[config.mk]
export PLATFORM = sky130hd
export DESIGN_NAME = dispatch_unit
export DESIGN_NICKNAME = d
export VERILOG_FILES = /design/src/design/dispatch_pkg.sv /design/src/design/elastic_buffer.sv /design/src/design/dispatch_router.sv /design/src/design/stall_counters.sv /design/src/design/dispatch_unit.sv
export SDC_FILE = /design/constraint.sdc
export NUM_CORES = 2
export LEC_CHECK = 0
export ABC_AREA = 1
export BUFFER_PORTS_ARGS = -buffer_cell sky130_fd_sc_hd__buf_2
export CORE_AREA = 5 5 469 471
export DETAILED_ROUTE_END_ITERATION = 8
export DIE_AREA = 0 0 474 476
export GPL_TIMING_DRIVEN = 0
export HOLD_SLACK_MARGIN = 0.03
export PLACE_DENSITY_LB_ADDON = 0.1
export SKIP_LAST_GASP = 1
export SLEW_MARGIN = 20
export SYNTH_ARGS = -nofsm -noshare
export SYNTH_HDL_FRONTEND = slang
export SYNTH_SLANG_ARGS = --single-unit
[constraint.sdc]
create_clock -name clk -period 19.1 [get_ports clk]
set_input_delay 2.865 -clock clk [delete_from_list [all_inputs] [get_ports clk]]
set_output_delay 2.865 -clock clk [all_outputs]
set_load 0.01 [all_outputs]
[src/design/dispatch_pkg.sv]
// shared sizes for the dispatch stage
// execution-unit type enumeration
// operand bundle from the operand-collect stage
// dispatch bundle handed to each execution unit

package dispatch_pkg;

    // core geometry
    localparam int num_threads  = 4;
    localparam int num_ex_units = 4;
    localparam int xlen         = 16;

    // bundle field widths
    localparam int uuid_w     = 8;
    localparam int wid_w      = 2;
    localparam int pc_w       = 16;
    localparam int op_w       = 4;
    localparam int rd_w       = 5;
    localparam int tid_w      = 2;
    localparam int perf_ctr_w = 16;

    // the encoding doubles as the buffer index in the router
    typedef enum logic [1:0] {
        ex_alu = 2'd0,
        ex_fpu = 2'd1,
        ex_lsu = 2'd2,
        ex_sfu = 2'd3
    } ex_type_t;

    typedef struct packed {
        logic [uuid_w-1:0]                     uuid;
        logic [wid_w-1:0]                      wid;
        logic [num_threads-1:0]                tmask;
        logic [pc_w-1:0]                       pc;
        ex_type_t                              ex_type;
        logic [op_w-1:0]                       op_type;
        logic                                  wb;
        logic [rd_w-1:0]                       rd;
        logic [num_threads-1:0][xlen-1:0]      rs1_data;
        logic [num_threads-1:0][xlen-1:0]      rs2_data;
        logic [num_threads-1:0][xlen-1:0]      rs3_data;
    } operands_t;

    // the unit is implied by the port, so ex_type is replaced by last_tid
    typedef struct packed {
        logic [uuid_w-1:0]                     uuid;
        logic [wid_w-1:0]                      wid;
        logic [num_threads-1:0]                tmask;
        logic [pc_w-1:0]                       pc;
        logic [op_w-1:0]                       op_type;
        logic                                  wb;
        logic [rd_w-1:0]                       rd;
        logic [tid_w-1:0]                      last_tid;
        logic [num_threads-1:0][xlen-1:0]      rs1_data;
        logic [num_threads-1:0][xlen-1:0]      rs2_data;
        logic [num_threads-1:0][xlen-1:0]      rs3_data;
    } dispatch_t;

endpackage

[src/design/elastic_buffer.sv]
// two-entry elastic buffer for dispatch bundles
// registered output stage plus one skid entry
// valid/ready handshake on both sides, first in first out
// ready_in comes straight from a flop

module elastic_buffer (
    input  logic                    clk,
    input  logic                    reset,
    input  logic                    valid_in,
    output logic                    ready_in,
    input  dispatch_pkg::dispatch_t data_in,
    output logic                    valid_out,
    input  logic                    ready_out,
    output dispatch_pkg::dispatch_t data_out
);
    import dispatch_pkg::*;

    dispatch_t  out_q;
    dispatch_t  skid_q;
    logic [1:0] count_q;
    logic [1:0] count_n;
    logic       full_q;
    logic       push;
    logic       pop;

    assign push = valid_in && ready_in;
    assign pop  = valid_out && ready_out;

    // occupancy after this edge, also used to precompute full
    always_comb begin
        count_n = count_q;
        if (push && !pop) begin
            count_n = count_q + 2'd1;
        end else if (pop && !push) begin
            count_n = count_q - 2'd1;
        end
    end

    always_ff @(posedge clk) begin
        if (reset) begin
            count_q <= 2'd0;
            full_q  <= 1'b0;
        end else begin
            count_q <= count_n;
            full_q  <= (count_n == 2'd2);
        end
    end

    // the skid entry always holds the younger word when both are occupied
    always_ff @(posedge clk) begin
        if (pop) begin
            if (count_q == 2'd2) begin
                out_q <= skid_q;
            end else if (push) begin
                // pass-through when the head leaves and a new word arrives
                out_q <= data_in;
            end
        end else if (push) begin
            if (count_q == 2'd0) begin
                out_q <= data_in;
            end else begin
                skid_q <= data_in;
            end
        end
    end

    // no push can happen while full, so count never exceeds two
    assign ready_in  = !full_q;
    assign valid_out = (count_q != 2'd0);
    assign data_out  = out_q;

endmodule

[src/design/dispatch_router.sv]
// steering of operand bundles to the per-unit buffers
// last active thread search over the thread mask
// input ready selection by execution-unit type
// per-unit stall strobes for the counter block
// four elastic buffers, one per execution unit

module dispatch_router (
    input  logic                    clk,
    input  logic                    reset,
    input  logic                    in_valid,
    output logic                    in_ready,
    input  dispatch_pkg::operands_t in_data,
    output logic [dispatch_pkg::num_ex_units-1:0] out_valid,
    input  logic [dispatch_pkg::num_ex_units-1:0] out_ready,
    output dispatch_pkg::dispatch_t out_data [dispatch_pkg::num_ex_units],
    output logic [dispatch_pkg::num_ex_units-1:0] stall_vec
);
    import dispatch_pkg::*;

    logic [tid_w-1:0]        last_tid;
    dispatch_t               disp_data;
    logic [num_ex_units-1:0] buf_valid_in;
    logic [num_ex_units-1:0] buf_ready_in;

    // ascending scan so the highest set bit wins, empty mask gives zero
    always_comb begin
        last_tid = '0;
        for (int i = 0; i < num_threads; i++) begin
            if (in_data.tmask[i]) begin
                last_tid = tid_w'(i);
            end
        end
    end

    always_comb begin
        disp_data.uuid     = in_data.uuid;
        disp_data.wid      = in_data.wid;
        disp_data.tmask    = in_data.tmask;
        disp_data.pc       = in_data.pc;
        disp_data.op_type  = in_data.op_type;
        disp_data.wb       = in_data.wb;
        disp_data.rd       = in_data.rd;
        disp_data.last_tid = last_tid;
        disp_data.rs1_data = in_data.rs1_data;
        disp_data.rs2_data = in_data.rs2_data;
        disp_data.rs3_data = in_data.rs3_data;
    end

    // ready follows the buffer of the current bundle's unit only,
    // in_valid plays no part in it
    assign in_ready = buf_ready_in[in_data.ex_type];

    for (genvar i = 0; i < num_ex_units; i++) begin : g_unit
        logic unit_sel;

        assign unit_sel        = (in_data.ex_type == ex_type_t'(i));
        assign buf_valid_in[i] = in_valid && unit_sel;

        // the bundle waits at the input for this unit
        assign stall_vec[i] = in_valid && !in_ready && unit_sel;

        elastic_buffer buffer_inst (
            .clk       (clk),
            .reset     (reset),
            .valid_in  (buf_valid_in[i]),
            .ready_in  (buf_ready_in[i]),
            .data_in   (disp_data),
            .valid_out (out_valid[i]),
            .ready_out (out_ready[i]),
            .data_out  (out_data[i])
        );
    end

endmodule

[src/design/stall_counters.sv]
// per-unit stall cycle counters
// synchronous clear of all counters on a pulse
// registered readback of one counter chosen by unit index

module stall_counters (
    input  logic                                  clk,
    input  logic                                  reset,
    input  logic [dispatch_pkg::num_ex_units-1:0] stall_vec,
    input  dispatch_pkg::ex_type_t                ctr_sel,
    input  logic                                  ctr_clear,
    output logic [dispatch_pkg::perf_ctr_w-1:0]   ctr_value
);
    import dispatch_pkg::*;

    logic [perf_ctr_w-1:0] ctr_q [num_ex_units];

    // counters wrap around, clear takes priority over a stall in the same cycle
    always_ff @(posedge clk) begin
        if (reset || ctr_clear) begin
            for (int i = 0; i < num_ex_units; i++) begin
                ctr_q[i] <= '0;
            end
        end else begin
            for (int i = 0; i < num_ex_units; i++) begin
                if (stall_vec[i]) begin
                    ctr_q[i] <= ctr_q[i] + perf_ctr_w'(1);
                end
            end
        end
    end

    // readback sees the counter before this edge's update
    always_ff @(posedge clk) begin
        if (reset) begin
            ctr_value <= '0;
        end else begin
            ctr_value <= ctr_q[ctr_sel];
        end
    end

endmodule

[src/design/dispatch_unit.sv]
// top level of the dispatch stage
// assembles the operand bundle from plain input ports
// connects the steering router and the stall counter block
// exposes per-unit dispatch outputs and one counter readback

module dispatch_unit (
    input  logic                                          clk,
    input  logic                                          reset,

    // operand bundle from the operand-collect stage
    input  logic                                          in_valid,
    output logic                                          in_ready,
    input  logic [dispatch_pkg::uuid_w-1:0]               in_uuid,
    input  logic [dispatch_pkg::wid_w-1:0]                in_wid,
    input  logic [dispatch_pkg::num_threads-1:0]          in_tmask,
    input  logic [dispatch_pkg::pc_w-1:0]                 in_pc,
    input  dispatch_pkg::ex_type_t                        in_ex_type,
    input  logic [dispatch_pkg::op_w-1:0]                 in_op_type,
    input  logic                                          in_wb,
    input  logic [dispatch_pkg::rd_w-1:0]                 in_rd,
    input  logic [dispatch_pkg::num_threads-1:0][dispatch_pkg::xlen-1:0] in_rs1_data,
    input  logic [dispatch_pkg::num_threads-1:0][dispatch_pkg::xlen-1:0] in_rs2_data,
    input  logic [dispatch_pkg::num_threads-1:0][dispatch_pkg::xlen-1:0] in_rs3_data,

    // one dispatch lane per execution unit
    output logic [dispatch_pkg::num_ex_units-1:0]         out_valid,
    input  logic [dispatch_pkg::num_ex_units-1:0]         out_ready,
    output dispatch_pkg::dispatch_t                       out_data [dispatch_pkg::num_ex_units],

    // stall counter access
    input  dispatch_pkg::ex_type_t                        ctr_sel,
    input  logic                                          ctr_clear,
    output logic [dispatch_pkg::perf_ctr_w-1:0]           ctr_value
);
    import dispatch_pkg::*;

    operands_t               in_data;
    logic [num_ex_units-1:0] stall_vec;

    always_comb begin
        in_data.uuid     = in_uuid;
        in_data.wid      = in_wid;
        in_data.tmask    = in_tmask;
        in_data.pc       = in_pc;
        in_data.ex_type  = in_ex_type;
        in_data.op_type  = in_op_type;
        in_data.wb       = in_wb;
        in_data.rd       = in_rd;
        in_data.rs1_data = in_rs1_data;
        in_data.rs2_data = in_rs2_data;
        in_data.rs3_data = in_rs3_data;
    end

    dispatch_router dispatch_router_inst (
        .clk       (clk),
        .reset     (reset),
        .in_valid  (in_valid),
        .in_ready  (in_ready),
        .in_data   (in_data),
        .out_valid (out_valid),
        .out_ready (out_ready),
        .out_data  (out_data),
        .stall_vec (stall_vec)
    );

    // counts input wait cycles per unit beside the router
    stall_counters stall_counters_inst (
        .clk       (clk),
        .reset     (reset),
        .stall_vec (stall_vec),
        .ctr_sel   (ctr_sel),
        .ctr_clear (ctr_clear),
        .ctr_value (ctr_value)
    );

endmodule

==> impl_results.md <==
- NumNets Final: 6760
- DRC viols: 0
- CTS tree: done
- Dpl cells: 9146
- Synth top area share: 0.808
- PnR worst setup slack: 12.49 ns
- Num CTS Buffers: 210
- Congestion Overflow GR: 0
- Die Area: 226000 um^2
- Critical path peak fanout: 9
- Status: completed
- Cell count after synthesis: 4898
- Setup TNS: 0 ns
- Gr usage total: 0.242
- Most common cell after layout, fill and taps aside: edfxtp_1
- Max-slew violations: 0
- Synth-to-Final Area Change: 27.1%
- Worst min-delay path category: register to register
- Synthesized cell area: 72000 um^2
- First-pass GRT wire length: 379000 um
- Post-detail-place hpwl: 211000 um
- Routed Antenna Nets: 0
- CP startpoint kind: primary input
- PwrDens: 110 nW/um^2
- Place WS: 12.48 ns
- H-tree Lvls: 4
- Vias in the first global route: 46000
- Critical path class: primary input to output port
- IO buf count: 1196
- Largest net degree at the start of global routing: 21
- Slew HR: 0.439
- CORE AREA: 216000 um^2
- Sequential share of the synthesized area: 0.816
- Arr. time, crit path: 3.74 ns
- Synth area leaders: edfxtp_1 81%, o21ai_0 6.3%, nand2_1 5.6%
- Hold_ws: 0.498 ns
- Final non-filler cell total: 9559
- Cell taking the most area after synthesis: edfxtp_1
- Most frequent cells in the layout: 1936 x edfxtp_1, 1284 x buf_2, 1081 x nand2_1, 905 x o21ai_0, 337 x inv_1
- RSZ-0062 raised after global routing: no
- Hold-fix buffers, CTS: 0
- Reg clk slew, reported paths: 0.06 ns
- Post-synth ARST share: 0
- Tightest Pin Transition: 0.833 ns
- P_leak: 32.6 nW
- Worst endpoint required time: 16.23 ns
- Initial drt markers: 4373
- Initial core utilization: 0.334
- Initial antenna violation count: 97
- Worst-Skew Late Latency: 0.86 ns
- Max-cap violation count: 0
- Syn Nets: 5154
- Die Ht: 476 um
- Post-CTS Resized: 0
- Buffer depth of the longest clock path: 3
- Post-route minimum period: 6.61 ns
- Endpoints failing hold: 0
- Root Buffer Master: clkbuf_16
- Vias per cell: 4.87
- Routability Congestion: 0.847
- Wirelength, routed: 281000 um
- Mean post-synth cell area: 14.7 um^2
- YS warnings: 0
- 1st-pass router iterations: 6
- FMAX: 151 MHz
- Period utilisation layout: 0.346
- Synth Flop Type: edfxtp_1
- Setup Viol. Count Final: 0
- Cell Rows: 171
- Wire per inst: 29.3 um
- DR vias: 46500
- Final Skew: 0.0391 ns
- Worst Setup End Kind: output port
- Post-synthesis cell type count: 40
- Clock Sink Count: 1964
- Yosys reg bits: 1964
- Post-synth EDFFs: 1936
- Top Ports: 1201
- Postcts setup bufs: 0
- Die X-Extent: 474 um
- Worst vdd ir: 91.9 uV
- Share of layout cells above drive strength 1: 0.283
-- critical path: stages --
cell,delay [ns]
buf_2,0.15
o21ai_0,0.21
nand2_2,0.09
nand2_4,0.17
inv_1,0.09
buf_2,0.16
-- routing by layer --
metal | track usage | routed length, um | vias to the layer above
met5 | 0 | 318 | -
met2 | 0.401 | 135000 | 1777
met1 | 0.291 | 108000 | 23400
li1 | - | - | 20800
met3 | 0.0683 | 21800 | 520
met4 | 0.116 | 15200 | 48
-- flip-flops by register name (all words and copies together), names as in the netlist --
register and flops:
dispatch_router_inst.g_unit.buffer_inst.data_out 936, dispatch_router_inst.g_unit.buffer_inst.skid_q 936, stall_counters_inst.ctr_q 64, dispatch_router_inst.g_unit.buffer_inst.count_q 8, stall_counters_inst.ctr_value 16, dispatch_router_inst.g_unit.buffer_inst.full_q 4
-- synthesized netlist by cell type, types with 14 or more instances --
library cell  instances
edfxtp_1           1936
nand2_1            1081
o21ai_0             906
inv_1               337
nor2_1              102
buf_2                88
a21oi_1              62
o21ai_1              61
buf_4                59
clkbuf_1             46
nand3_1              41
dfxtp_1              28
clkbuf_2             24
nor3_1               20
nand4_1              18
xor2_1               14
-- path summary, 6_finish.rpt --
| kind | cells after the start | from | endpoint | slack [ns] |
|---|---|---|---|---|
| setup / recovery | 6 | in_ex_type[0] | in_ready | 12.49 |
| hold / removal | 2 | register | register | 0.50 |
| setup reg to reg | 15 | register | register | 15.79 |
| hold reg to reg | 2 | register | register | 0.50 |
-- power by group --
part / switching, mW / internal (mW)
Sequential: 0.0777 / 5.03
Clock: 1.71 / 2.17
Combinational: 0.731 / 0.318
-- through the flow --
| step | area, um^2 | utilization | power, mW |
|---|---|---|---|
| floorplan | 72000 | - | 5.68 |
| global placement | 81500 | 0.378 | 6.40 |
| detailed placement | 84900 | 0.394 | 6.27 |
| CTS | 91300 | 0.424 | 10.2 |
| global route | 91400 | 0.424 | 10.4 |
| finish | 91400 | 0.424 | 10.0 |
-- area by class of cell --
cell class                 count  area [um^2]
clock buffer                 255         5450
inverter                     344         1290
clock inverter               118          981
tap                         2854         3570
fill                       20200       124000
antenna                       40          100
timing repair buffer        1394         9290
multi-input combinational   2364        10800
sequential                  1964        58700
buffer                       226         1260
-- cells by family (layout without fill, tap and decap cells) --
group / count (synthesis) / count (layout) / share of synthesized area
buffers and inverters: 570 / 2337 / 0.0355
other: 0 / 40 / 0
DFF: 1964 / 1964 / 0.816
and+or+nand+nor: 1286 / 1286 / 0.0710
adders and majority gates: 12 / 12 / 0.00209
xor gates and xnor gates: 18 / 18 / 0.00219
AOI/OAI and AO/OA: 1048 / 1048 / 0.0736
No activity file was read; power rests on OpenSTA's default activity.
